===== src/vscale_pkg.sv =====
`default_nettype none

package vscale_pkg;

    localparam int PIX_W        = 8;
    localparam int COORD_FRAC_W = 8;  // one input row = 256
    localparam int COORD_W      = 16;
    localparam int COE_W        = 9;
    localparam int LINE_MAX     = 64;
    localparam int ADDR_W       = $clog2(LINE_MAX);
    localparam int SPARSE_GAP   = 2;  // empty cycles per output pixel
    localparam int GAP_W        = $clog2(SPARSE_GAP + 1);
    localparam int NUM_BUF      = 3;
    localparam int MULT_W       = COE_W + PIX_W;
    localparam int APB_ADDR_W   = 4;
    localparam int APB_DATA_W   = 32;

    typedef logic [PIX_W-1:0]      pixel_t;
    typedef logic [COORD_W-1:0]    coord_t;
    typedef logic [COORD_W-1:0]    step_t;
    typedef logic [COE_W-1:0]      coe_t;
    typedef logic [ADDR_W-1:0]     col_t;
    typedef logic [APB_ADDR_W-1:0] apb_addr_t;
    typedef logic [APB_DATA_W-1:0] apb_data_t;
    typedef logic [MULT_W:0]       acc_t;

    localparam apb_addr_t REG_CTRL   = 4'h0;
    localparam apb_addr_t REG_STEP   = 4'h4;
    localparam apb_addr_t REG_SIZE   = 4'h8;
    localparam apb_addr_t REG_STATUS = 4'hC;

    localparam step_t  STEP_RESET = 16'd256;
    localparam step_t  STEP_MIN   = 16'd128;  // upscale limit of 2
    localparam col_t   SIZE_RESET = 6'd8;
    localparam coord_t ONE_ROW    = coord_t'(1 << COORD_FRAC_W);
    localparam coe_t   COE_ONE    = coe_t'(1 << COORD_FRAC_W);
    localparam acc_t   ROUND_HALF = acc_t'(1 << (COORD_FRAC_W - 1));

    typedef enum logic [1:0] {
        IDLE,
        PREP,
        LINE_GEN
    } ctrl_state_t;

endpackage

`default_nettype wire


===== src/vscale_line_if.sv =====
`timescale 1ns/1ps
`default_nettype none

// row pair for one output pixel, qualified by pix_valid
interface vscale_line_if;

    vscale_pkg::pixel_t top_pix;   // row floor(y)
    vscale_pkg::pixel_t bot_pix;   // row floor(y)+1
    vscale_pkg::coe_t   weight;    // fraction of y
    logic               pix_valid;
    logic               line_first;
    logic               frame_first;

    modport ctrl (
        output top_pix, bot_pix, weight, pix_valid, line_first, frame_first
    );

    modport interp (
        input top_pix, bot_pix, weight, pix_valid, line_first, frame_first
    );

endinterface

`default_nettype wire


===== src/vscale_regs.sv =====
`timescale 1ns/1ps
`default_nettype none

module vscale_regs (
    input  wire                         clk,
    input  wire                         rst_i,
    input  wire                         psel_i,
    input  wire                         penable_i,
    input  wire                         pwrite_i,
    input  wire vscale_pkg::apb_addr_t  paddr_i,
    input  wire vscale_pkg::apb_data_t  pwdata_i,
    input  wire                         line_done_i,
    input  wire                         frame_start_i,
    output vscale_pkg::apb_data_t       prdata_o,
    output logic                        pready_o,
    output logic                        pslverr_o,
    output logic                        enable_o,
    output vscale_pkg::step_t           scale_step_o,
    output vscale_pkg::col_t            line_size_o
);

    logic                  acc_err;
    logic                  wr_en;
    vscale_pkg::step_t     step_new;
    vscale_pkg::apb_data_t rd_data;
    vscale_pkg::apb_data_t line_cnt;

    assign pready_o = 1'b1;  // zero wait states

    // STATUS is read only
    assign acc_err = (paddr_i > vscale_pkg::REG_STATUS)
                  || (pwrite_i && paddr_i == vscale_pkg::REG_STATUS);
    assign wr_en   = psel_i && penable_i && pwrite_i && !acc_err;

    assign step_new = (pwdata_i[15:0] < vscale_pkg::STEP_MIN) ? vscale_pkg::STEP_MIN
                                                              : pwdata_i[15:0];

    always_comb begin
        case (paddr_i)
            vscale_pkg::REG_CTRL:   rd_data = vscale_pkg::apb_data_t'(enable_o);
            vscale_pkg::REG_STEP:   rd_data = vscale_pkg::apb_data_t'(scale_step_o);
            vscale_pkg::REG_SIZE:   rd_data = vscale_pkg::apb_data_t'(line_size_o);
            vscale_pkg::REG_STATUS: rd_data = line_cnt;
            default:                rd_data = '0;
        endcase
    end

    always_ff @(posedge clk) begin
        if (rst_i) begin
            enable_o     <= 1'b0;
            scale_step_o <= vscale_pkg::STEP_RESET;
            line_size_o  <= vscale_pkg::SIZE_RESET;
            prdata_o     <= '0;
            pslverr_o    <= 1'b0;
            line_cnt     <= '0;
        end else begin
            // setup phase samples, so both are ready for the access phase
            pslverr_o <= psel_i && !penable_i && acc_err;
            if (psel_i && !penable_i && !pwrite_i) begin
                prdata_o <= rd_data;
            end
            if (wr_en) begin
                case (paddr_i)
                    vscale_pkg::REG_CTRL: enable_o     <= pwdata_i[0];
                    vscale_pkg::REG_STEP: scale_step_o <= step_new;
                    vscale_pkg::REG_SIZE: line_size_o  <= pwdata_i[vscale_pkg::ADDR_W-1:0];
                    default: ;
                endcase
            end
            if (frame_start_i) begin
                line_cnt <= '0;
            end else if (line_done_i) begin
                line_cnt <= line_cnt + 1'b1;
            end
        end
    end

endmodule

`default_nettype wire


===== src/vscale_line_store.sv =====
`timescale 1ns/1ps
`default_nettype none

module vscale_line_store (
    input  wire                       clk,
    input  wire                       rst_i,
    input  wire vscale_pkg::pixel_t   pix_i,
    input  wire                       de_i,
    input  wire                       hs_i,
    input  wire                       vs_i,
    input  wire vscale_pkg::col_t     rd_col_i,
    output vscale_pkg::coord_t        rows_done_o,
    output logic [1:0]                wsel_o,
    output logic                      frame_start_o,
    output vscale_pkg::pixel_t        rd_pix_o [vscale_pkg::NUM_BUF]
);

    logic [1:0]       sel_next;
    vscale_pkg::col_t wcol;
    vscale_pkg::col_t wr_col;
    logic             de_q;
    logic             sof;

    assign sof = de_i && hs_i && vs_i;

    // ring position for the pixel on the bus this cycle
    always_comb begin
        sel_next = wsel_o;
        if (de_i && hs_i) begin
            if (vs_i || wsel_o == 2'(vscale_pkg::NUM_BUF - 1)) begin
                sel_next = '0;
            end else begin
                sel_next = wsel_o + 2'd1;
            end
        end
    end

    assign wr_col = hs_i ? '0 : wcol;

    always_ff @(posedge clk) begin
        if (rst_i) begin
            wsel_o        <= '0;
            wcol          <= '0;
            de_q          <= 1'b0;
            rows_done_o   <= '0;
            frame_start_o <= 1'b0;
        end else begin
            de_q          <= de_i;
            frame_start_o <= sof;
            if (de_i) begin
                wsel_o <= sel_next;
                wcol   <= wr_col + 1'b1;
            end
            if (sof) begin
                rows_done_o <= '0;
            end else if (de_q && !de_i) begin
                rows_done_o <= rows_done_o + vscale_pkg::ONE_ROW;  // falling de ends a row
            end
        end
    end

    for (genvar b = 0; b < vscale_pkg::NUM_BUF; b++) begin : g_buf
        vscale_pkg::pixel_t mem [vscale_pkg::LINE_MAX];

        always_ff @(posedge clk) begin
            if (de_i && sel_next == 2'(b)) begin
                mem[wr_col] <= pix_i;
            end
            rd_pix_o[b] <= mem[rd_col_i];  // one cycle read latency
        end
    end

endmodule

`default_nettype wire


===== src/vscale_line_ctrl.sv =====
`timescale 1ns/1ps
`default_nettype none

module vscale_line_ctrl (
    input  wire                       clk,
    input  wire                       rst_i,
    input  wire                       enable_i,
    input  wire vscale_pkg::step_t    scale_step_i,
    input  wire vscale_pkg::col_t     line_size_i,
    input  wire vscale_pkg::coord_t   rows_done_i,
    input  wire [1:0]                 wsel_i,
    input  wire                       frame_start_i,
    input  wire vscale_pkg::pixel_t   rd_pix_i [vscale_pkg::NUM_BUF],
    output vscale_pkg::col_t          rd_col_o,
    output logic                      line_done_o,
    vscale_line_if.ctrl               line_o
);

    vscale_pkg::ctrl_state_t      state;
    vscale_pkg::coord_t           y;
    vscale_pkg::coord_t           need_rows;
    vscale_pkg::coe_t             frac;
    logic [1:0]                   top_sel;
    logic [1:0]                   bot_sel;
    logic [vscale_pkg::GAP_W-1:0] gap_cnt;
    logic                         issue;
    logic                         last_col;
    logic                         valid_q;
    logic                         line_first_q;
    logic                         frame_first_q;

    // rows floor(y) and floor(y)+1 both complete
    assign need_rows = {y[vscale_pkg::COORD_W-1:vscale_pkg::COORD_FRAC_W],
                        {vscale_pkg::COORD_FRAC_W{1'b0}}} + (vscale_pkg::ONE_ROW << 1);

    assign issue    = (state == vscale_pkg::LINE_GEN) && (gap_cnt == '0);
    assign last_col = (rd_col_o == line_size_i - 1'b1);

    always_ff @(posedge clk) begin
        if (rst_i) begin
            state       <= vscale_pkg::IDLE;
            y           <= '0;
            rd_col_o    <= '0;
            gap_cnt     <= '0;
            top_sel     <= '0;
            bot_sel     <= '0;
            line_done_o <= 1'b0;
        end else begin
            line_done_o <= 1'b0;
            case (state)
                vscale_pkg::IDLE: begin
                    if (enable_i && rows_done_i == need_rows) begin
                        bot_sel <= wsel_i;  // newest complete row
                        top_sel <= (wsel_i == 2'd0) ? 2'(vscale_pkg::NUM_BUF - 1)
                                                    : wsel_i - 2'd1;
                        state   <= vscale_pkg::PREP;
                    end
                end
                vscale_pkg::PREP: begin
                    rd_col_o <= '0;
                    gap_cnt  <= '0;
                    state    <= vscale_pkg::LINE_GEN;
                end
                vscale_pkg::LINE_GEN: begin
                    gap_cnt <= (gap_cnt == vscale_pkg::GAP_W'(vscale_pkg::SPARSE_GAP)) ? '0
                                                                              : gap_cnt + 1'b1;
                    if (issue) begin
                        rd_col_o <= rd_col_o + 1'b1;
                        if (last_col) begin
                            y           <= y + scale_step_i;
                            line_done_o <= 1'b1;
                            state       <= vscale_pkg::IDLE;
                        end
                    end
                end
                default: state <= vscale_pkg::IDLE;
            endcase
            if (frame_start_i) begin
                y     <= '0;
                state <= vscale_pkg::IDLE;
            end
        end
    end

    always_ff @(posedge clk) begin
        if (state == vscale_pkg::PREP) begin
            frac <= vscale_pkg::coe_t'(y[vscale_pkg::COORD_FRAC_W-1:0]);
        end
    end

    // read stage, lines up with the store's registered data
    always_ff @(posedge clk) begin
        if (rst_i) begin
            valid_q       <= 1'b0;
            line_first_q  <= 1'b0;
            frame_first_q <= 1'b0;
        end else begin
            valid_q       <= issue;
            line_first_q  <= issue && rd_col_o == '0;
            frame_first_q <= issue && rd_col_o == '0 && y == '0;
        end
    end

    assign line_o.top_pix     = rd_pix_i[top_sel];
    assign line_o.bot_pix     = rd_pix_i[bot_sel];
    assign line_o.weight      = frac;
    assign line_o.pix_valid   = valid_q;
    assign line_o.line_first  = line_first_q;
    assign line_o.frame_first = frame_first_q;

endmodule

`default_nettype wire


===== src/vscale_interp.sv =====
`timescale 1ns/1ps
`default_nettype none

module vscale_interp (
    input  wire                 clk,
    input  wire                 rst_i,
    vscale_line_if.interp       line_i,
    output vscale_pkg::pixel_t  pix_o,
    output logic                de_o,
    output logic                hs_o,
    output logic                vs_o
);

    vscale_pkg::pixel_t           top_q;
    vscale_pkg::pixel_t           bot_q;
    vscale_pkg::coe_t             w_top;
    vscale_pkg::coe_t             w_bot;
    logic [vscale_pkg::MULT_W-1:0] prod_top;
    logic [vscale_pkg::MULT_W-1:0] prod_bot;
    vscale_pkg::acc_t             sum;
    logic [1:0]                   de_sr;
    logic [1:0]                   hs_sr;
    logic [1:0]                   vs_sr;

    // weights sum to exactly 1.0, so no clamp is needed
    assign sum = vscale_pkg::acc_t'(prod_top) + vscale_pkg::acc_t'(prod_bot)
               + vscale_pkg::ROUND_HALF;

    always_ff @(posedge clk) begin
        // stage 1: taps and weight table
        top_q <= line_i.top_pix;
        bot_q <= line_i.bot_pix;
        w_top <= vscale_pkg::COE_ONE - line_i.weight;
        w_bot <= line_i.weight;

        // stage 2
        prod_top <= w_top * top_q;
        prod_bot <= w_bot * bot_q;

        pix_o <= sum[vscale_pkg::COORD_FRAC_W +: vscale_pkg::PIX_W];  // drop the fraction
    end

    // strobes follow the data through the same three stages
    always_ff @(posedge clk) begin
        if (rst_i) begin
            de_sr <= '0;
            hs_sr <= '0;
            vs_sr <= '0;
            de_o  <= 1'b0;
            hs_o  <= 1'b0;
            vs_o  <= 1'b0;
        end else begin
            de_sr[0] <= line_i.pix_valid;
            hs_sr[0] <= line_i.pix_valid && line_i.line_first;
            vs_sr[0] <= line_i.pix_valid && line_i.frame_first;
            de_sr[1] <= de_sr[0];
            hs_sr[1] <= hs_sr[0];
            vs_sr[1] <= vs_sr[0];
            de_o     <= de_sr[1];
            hs_o     <= hs_sr[1];
            vs_o     <= vs_sr[1];
        end
    end

endmodule

`default_nettype wire


===== src/vscale_top.sv =====
`timescale 1ns/1ps
`default_nettype none

module vscale_top (
    input  wire                         clk,
    input  wire                         rst_i,
    input  wire                         psel_i,
    input  wire                         penable_i,
    input  wire                         pwrite_i,
    input  wire vscale_pkg::apb_addr_t  paddr_i,
    input  wire vscale_pkg::apb_data_t  pwdata_i,
    output vscale_pkg::apb_data_t       prdata_o,
    output logic                        pready_o,
    output logic                        pslverr_o,
    input  wire vscale_pkg::pixel_t     pix_i,
    input  wire                         de_i,
    input  wire                         hs_i,
    input  wire                         vs_i,
    output vscale_pkg::pixel_t          pix_o,
    output logic                        de_o,
    output logic                        hs_o,
    output logic                        vs_o
);

    logic               enable;
    vscale_pkg::step_t  scale_step;
    vscale_pkg::col_t   line_size;
    logic               line_done;
    logic               frame_start;
    vscale_pkg::coord_t rows_done;
    logic [1:0]         wsel;
    vscale_pkg::col_t   rd_col;
    vscale_pkg::pixel_t rd_pix [vscale_pkg::NUM_BUF];

    vscale_line_if line_if ();

    vscale_regs regs0 (
        .clk           (clk),
        .rst_i         (rst_i),
        .psel_i        (psel_i),
        .penable_i     (penable_i),
        .pwrite_i      (pwrite_i),
        .paddr_i       (paddr_i),
        .pwdata_i      (pwdata_i),
        .line_done_i   (line_done),
        .frame_start_i (frame_start),
        .prdata_o      (prdata_o),
        .pready_o      (pready_o),
        .pslverr_o     (pslverr_o),
        .enable_o      (enable),
        .scale_step_o  (scale_step),
        .line_size_o   (line_size)
    );

    vscale_line_store store0 (
        .clk           (clk),
        .rst_i         (rst_i),
        .pix_i         (pix_i),
        .de_i          (de_i),
        .hs_i          (hs_i),
        .vs_i          (vs_i),
        .rd_col_i      (rd_col),
        .rows_done_o   (rows_done),
        .wsel_o        (wsel),
        .frame_start_o (frame_start),
        .rd_pix_o      (rd_pix)
    );

    vscale_line_ctrl ctrl0 (
        .clk           (clk),
        .rst_i         (rst_i),
        .enable_i      (enable),
        .scale_step_i  (scale_step),
        .line_size_i   (line_size),
        .rows_done_i   (rows_done),
        .wsel_i        (wsel),
        .frame_start_i (frame_start),
        .rd_pix_i      (rd_pix),
        .rd_col_o      (rd_col),
        .line_done_o   (line_done),
        .line_o        (line_if.ctrl)
    );

    vscale_interp interp0 (
        .clk    (clk),
        .rst_i  (rst_i),
        .line_i (line_if.interp),
        .pix_o  (pix_o),
        .de_o   (de_o),
        .hs_o   (hs_o),
        .vs_o   (vs_o)
    );

endmodule

`default_nettype wire


===== config.mk =====
export PLATFORM = sky130hd
export DESIGN_NAME = vscale_top
export DESIGN_NICKNAME = d
export VERILOG_FILES = /design/src/vscale_pkg.sv /design/src/vscale_line_if.sv /design/src/vscale_regs.sv /design/src/vscale_line_store.sv /design/src/vscale_line_ctrl.sv /design/src/vscale_interp.sv /design/src/vscale_top.sv
export SDC_FILE = /design/constraint.sdc
export NUM_CORES = 2
export LEC_CHECK = 0
export BUFFER_PORTS_ARGS = -buffer_cell sky130_fd_sc_hd__buf_2
export CELL_PAD_IN_SITES_DETAIL_PLACEMENT = 0
export CELL_PAD_IN_SITES_GLOBAL_PLACEMENT = 1
export CORE_MARGIN = 8
export CORE_UTILIZATION = 55
export CTS_CLUSTER_DIAMETER = 120
export DETAILED_ROUTE_END_ITERATION = 12
export GPL_ROUTABILITY_DRIVEN = 1
export HOLD_SLACK_MARGIN = 0.08
export PLACE_DENSITY_LB_ADDON = 0.1
export SYNTH_ARGS = -nofsm -noshare
export SYNTH_HDL_FRONTEND = slang
export SYNTH_SLANG_ARGS = --single-unit
export TNS_END_PERCENT = 20

===== constraint.sdc =====
create_clock -name clk -period 4.7 [get_ports clk]
set_input_delay 0.94 -clock clk [delete_from_list [all_inputs] [get_ports clk]]
set_output_delay 0.94 -clock clk [all_outputs]
set_load 0.1 [all_outputs]

Yosys cells after proc, flatten, opt, wreduce, memory -nomap -nowiden
Memory sizes are Yosys's and may differ from the RTL's. A register that Yosys moved wholly into a read port is not among the register bits.
Cells that the tools add are included.
- register bits: 238
- bits in latches: 0
- bits in writable memories: 1536
- memory bits (read-only): 0
- input port bits: 52
- output and inout bits: 45
- word-level logic and storage cells: 145
- memories kept: 3
- memories (name ; depth ; bits a word ; read ports ; clocked after memory_dff ; write ports ; RTL line ; source):
    store0.g_buf[0].mem ; 64 ; 8 ; 1 ; 1 ; 1 ; vscale_line_store.sv:63 ; vscale_pkg::pixel_t mem [vscale_pkg::LINE_MAX];
    store0.g_buf[1].mem ; 64 ; 8 ; 1 ; 1 ; 1 ; vscale_line_store.sv:63 ;
    store0.g_buf[2].mem ; 64 ; 8 ; 1 ; 1 ; 1 ; vscale_line_store.sv:63 ;
- $add $sub $neg: 13
- $mul: 2
- div/mod/pow operators: 0
- order comparisons: 4
- eq/ne operators: 14
- shifts and indexed selects: 0
- mux-type cells: 27
- bitwise logic cells: 4
- reductions and logical operators: 43
- operator list (cell ; count):
    32-bit case mux with 4 select lines ; 1
    16-bit adder ; 2
    32-bit by 1-bit adder with 32-bit output, second input constant ; 1
    8-bit binary-select mux with 2-bit select ; 2
    8-bit two-way mux ; 4
    1-bit logical AND ; 19
    16-bit by 10-bit adder with 16-bit output, second input constant ; 1
    16-bit by 8-bit adder with 16-bit output, second input constant ; 1
    16-bit by 9-bit adder with 16-bit output, second input constant ; 1
    16-bit equality test ; 1
    16-bit logical NOT ; 1
    16-bit by 8-bit less-than comparator with 1-bit output, second input constant ; 1
    8-bit by 8-bit multiplier with 16-bit output ; 1
    9-bit by 8-bit multiplier with 16-bit output ; 1
    16-bit two-way mux ; 1
    2-bit two-way mux ; 7
    6-bit by 1-bit adder with 6-bit output, second input constant ; 2
    6-bit two-way mux ; 2
    6-bit case mux with 2 select lines ; 1
    2-bit AND reduction ; 5
    9-bit by 8-bit subtractor with 9-bit output, first input constant ; 1
    2-bit equality test, second input constant ; 4
    4-bit equality test, second input constant ; 2
    2-bit logical NOT ; 4
    other kinds (22) ; 41

Longest topological paths before layout
- depth after elaboration: 8
- gate-level depth with buffers: 19
- gate-level depth less buffers: 18

Cells and area by module
From an unflattened synthesis, not the netlist that was laid out.
- cells, all modules: 4539
- area total of the unflattened synthesis: 75112.0 µm²
- modules (own cells, without submodules) (module ; times used ; cells an instance ; area an instance (µm²) ; seq. area each (µm²)):
    vscale_line_store ; 1 ; 2997 ; 61217.5 ; 46965.0
    vscale_interp ; 1 ; 721 ; 6999.2 ; 1641.6
    vscale_regs ; 1 ; 424 ; 3756.1 ; 1761.7
    vscale_line_ctrl ; 1 ; 397 ; 3139.3 ; 920.9

Least setup slack after synthesis
OpenSTA, ideal clock, no wires.
- kind: register to register
- from: reg interp0.bot_q[2]
- to: reg interp0.prod_bot[15] in the netlist's numbering
- setup time: 121 ps
- data arrival time: 3859 ps
- required time: 4579 ps
- slack: 721 ps
- stages on the path, launching flop included: 17
- buffers on the path: 0
- clock period less this slack: 3979 ps
- path through: dfxtp_1 > and2_1 > fa_1 > inv_1 > fa_1 > inv_1 > fa_1 > inv_1 > fa_1 > inv_1 > ha_1 > o21ai_0 > nand2b_1 > a31o_2 > a41o_1 > o22a_1 > xnor2_1
- longest elaborated chain between the ends: 1
- ends and longest elaborated chain (element ; RTL line ; source):
    start, declared ; vscale_interp.sv:15 ; vscale_pkg::pixel_t bot_q;
    start signal, assigned ; vscale_interp.sv:32 ; bot_q <= line_i.bot_pix;
    8-bit by 8-bit multiplier with 16-bit output ; vscale_interp.sv:38 ; prod_bot <= w_bot * bot_q;
    end signal, assigned ; vscale_interp.sv:38 ;
    end, declared ; vscale_interp.sv:19 ; logic [vscale_pkg::MULT_W-1:0] prod_bot;
Every way passes these cells.
A chain may end at the register's enable or synchronous reset.

==> flow_summary.json <==
{
  "swShare": 0.221,
  "grt_max_degree": 192,
  "internal_power_w": 0.0265,
  "grt_pass1_vias": 38000,
  "hold_viol": 0,
  "startpoint_type": "register",
  "wl_per_cell_um": 26.5,
  "synth_mux_area_frac": 0.151,
  "place_inst": 5995,
  "required_ps": 5360,
  "synth-compound-area-share": 0.0258,
  "path_clk_slew_ps": 60,
  "area_growth_pct": 12.4,
  "clock_path_buffers": 3,
  "critPathMaxFanout": 16,
  "grt_util_all_layers": 0.228,
  "die_x_um": 383,
  "numPortBuffers": 79,
  "overflow": 0,
  "cts_max_level": 4,
  "synth_top_area_frac": 0.626,
  "synth.yosys.warnings": 0,
  "synthCells": 4169,
  "cts_resized": 0,
  "die_h_um": 383,
  "n_antenna_cell": 0,
  "crit_path_end_kind": "register",
  "first_iter_violations": 3400,
  "clk-insertion-delay-late_ps": 810,
  "holdCritPathClass": "input pin to register",
  "rsz0062_at_grt": "false",
  "postCtsSetupBuffers": 0,
  "gp_congestion": 0.829,
  "drv_slew": 0,
  "pwr-share-seq": 0.516,
  "grt_pass1_wl_mm": 249,
  "slowest_stage": "dfxtp_1",
  "period_minus_slack_ps": 4290,
  "avgSynthCellArea_um2": 17.8,
  "path_common_cell": "inv_1",
  "cts_buffers": 179,
  "seq_area_frac_synth": 0.692,
  "setup_viol": 0,
  "postLayoutCellArea_mm2": 0.0833,
  "dpl_cell_area_mm2": 0.0774,
  "synth_top_family_by_area": "multiplexers",
  "core.rowCount": 134,
  "clkPwrFrac": 0.419,
  "switchingPower_w": 0.00750,
  "ir_worst_vdd_mv": 0.358,
  "fin_setup_tns_ps": 0,
  "worst_path_dominant_cell_family": "adder cells",
  "antenna_found_initial": 1,
  "dpl.hpwl_mm": 109,
  "status": "finished, final reports clean",
  "vias": 37700,
  "finalClockSkew_ps": 38.0,
  "crit_arrival_ps": 4950,
  "slowest_delay_ps": 630,
  "synth_top_area_cell": "edfxtp_1",
  "synth_xor_area_frac": 0.0127,
  "worst_slew_pin_slew_ps": 1170,
  "nets": 4663,
  "drc": 0,
  "synthSimpleGateAreaFrac": 0.0558,
  "netlist_top_cells_area": "edfxtp_1 (63%), mux4_2 (14%), dfxtp_1 (6.6%)",
  "dpl_worst_slack_ps": 355,
  "finalCritPeriodShare": 0.914,
  "comb_power_share": 0.065,
  "path_cells": "and2_1 > ha_1 > inv_1 > fa_1 > inv_1 > ha_1 > inv_1 > fa_1 > inv_1 > ha_1 > a21o_1 > a21oi_1 > nor2b_1 > o21a_1 > a21oi_1 > o21ai_0 > o41a_1 > xor2_1",
  "routed_wl_mm": 167,
  "ys_types": 68,
  "cp_num_buf_inv": 4,
  "maxCapViolCount": 0,
  "r2r_setup_slack_ps": 410,
  "ant_nets": 0,
  "synth_area_mm2": 0.0741,
  "final_cell_count_no_fill": 6328,
  "hold_buffers": 0,
  "cts_tree": "done",
  "async_reset_ff_frac": 0,
  "maxSlewHeadroom": 0.213,
  "synth_ff_type": "edfxtp_1",
  "drtPass1Iterations": 6,
  "synth_edf_count": 1544,
  "hold_slack_ps": 340,
  "final.setup.worst_slack_ps": 405,
  "p_leak_nw": 27.3,
  "drive_gt1_frac": 0.220,
  "start_util": 0.554,
  "ctsRootBufferMaster": "clkbuf_16",
  "cts.sink_count": 1789,
  "synth_fp_nets": 4424,
  "p_per_area_mw_per_mm2": 408,
  "core_area_mm2": 0.134,
  "vias_per_cell": 5.96,
  "boundaryPins": 97,
  "synthAdderAreaFrac": 0.0422,
  "crit_type": "register to register",
  "ys_ff_latch": 1789,
  "max_freq_ghz": 0.233,
  "die-area_mm2": 0.147
}
## registers in the layout (all words and copies together) (netlist names), 9 cells and up
signal / cells
regs0.scale_step_o: 16
regs0.prdata_o: 32
store0.g_buf.mem: 1536
store0.rd_pix_o: 24
regs0.line_cnt: 32
ctrl0.y: 16
interp0.prod_bot: 16
interp0.prod_top: 16
interp0.w_top: 9
## routing by layer
metal,part of all wire,vias up,global-route usage,wire length [um]
met2,0.50,1093,0.376,82900
met4,0.028,0,0.0711,4760
met1,0.42,19700,0.314,70200
met3,0.057,224,0.0387,9510
li1,-,16700,-,-
met5,0,-,0,0
## path summary, 6_finish.rpt
kind                                            from                                   end  depth (start not counted)
hold / removal                              pix_i[2]  store0.g_buf[0].mem[32][2]$_DFFE_PP_                          1
setup / recovery            interp0.w_top[0]$_DFF_P_          interp0.prod_bot[14]$_DFF_P_                         18
setup reg to reg            interp0.w_top[0]$_DFF_P_          interp0.prod_bot[14]$_DFF_P_                         18
hold reg to reg   ctrl0.line_o.line_first$_SDFF_PP0_           interp0.hs_sr[0]$_SDFF_PP0_                          1
## cells in the mapped netlist, types with 78 or more instances
| cell type | number |
|---|---|
| edfxtp_1 | 1544 |
| fa_1 | 78 |
| clkbuf_1 | 105 |
| ha_1 | 125 |
| mux2i_1 | 84 |
| mux4_2 | 454 |
| nand2_1 | 214 |
| and2_1 | 115 |
| nor2_1 | 356 |
| dfxtp_1 | 245 |
| a21oi_1 | 79 |
| inv_1 | 140 |
## stage by stage
stage	util	total power, W
floorplan	-	0.0194
global placement	0.579	0.0201
detailed placement	0.579	0.0201
CTS	0.623	0.0343
global route	0.623	0.0351
finish	0.623	0.0340
## cell families after synthesis
kind of cell               Yosys count
adders and majority gates          203
muxes                              546
other                                1
and+or+nand+nor                    896
buffers and inverters              342
DFF                               1789
xor gates and xnor gates           107
AOI/OAI and AO/OA                  285
## power groups by stage
stage,logic [W],registers (W),clock network [W]
after floorplan,0.00128,0.0181,0
after global placement,0.00224,0.0179,0
after detailed placement,0.00224,0.0179,0
after CTS,0.00226,0.0175,0.0145
after global routing,0.00249,0.0175,0.0151
final,0.00221,0.0175,0.0142
## placed cells by master, fill, tap and decap left out, types with 115 or more instances in the layout
cell type | Yosys | routed
mux4_2 | 454 | 454
nand2_1 | 214 | 213
nor2_1 | 356 | 356
buf_4 | 31 | 160
dfxtp_1 | 245 | 239
clkbuf_16 | 0 | 182
edfxtp_1 | 1544 | 1544
and2_1 | 115 | 115
ha_1 | 125 | 125
inv_1 | 140 | 140
## worst reg2reg max path: stages (launching register included)
cell	delay, ps
dfxtp_1	630
and2_1	220
ha_1	140
inv_1	40
fa_1	470
inv_1	40
ha_1	260
inv_1	50
fa_1	510
inv_1	50
ha_1	260
a21o_1	170
a21oi_1	220
nor2b_1	80
o21a_1	190
a21oi_1	200
o21ai_0	170
o41a_1	350
xor2_1	140
## area by class of cell
cell class | count | area, um2
clock buffer | 228 | 4780
multi-input combinational | 2038 | 21300
timing repair buffer | 259 | 2060
sequential | 1789 | 51300
inverter | 141 | 529
fill | 9666 | 50400
clock inverter | 105 | 1120
tap | 1768 | 2210
Power figures use the tool's default switching activity.
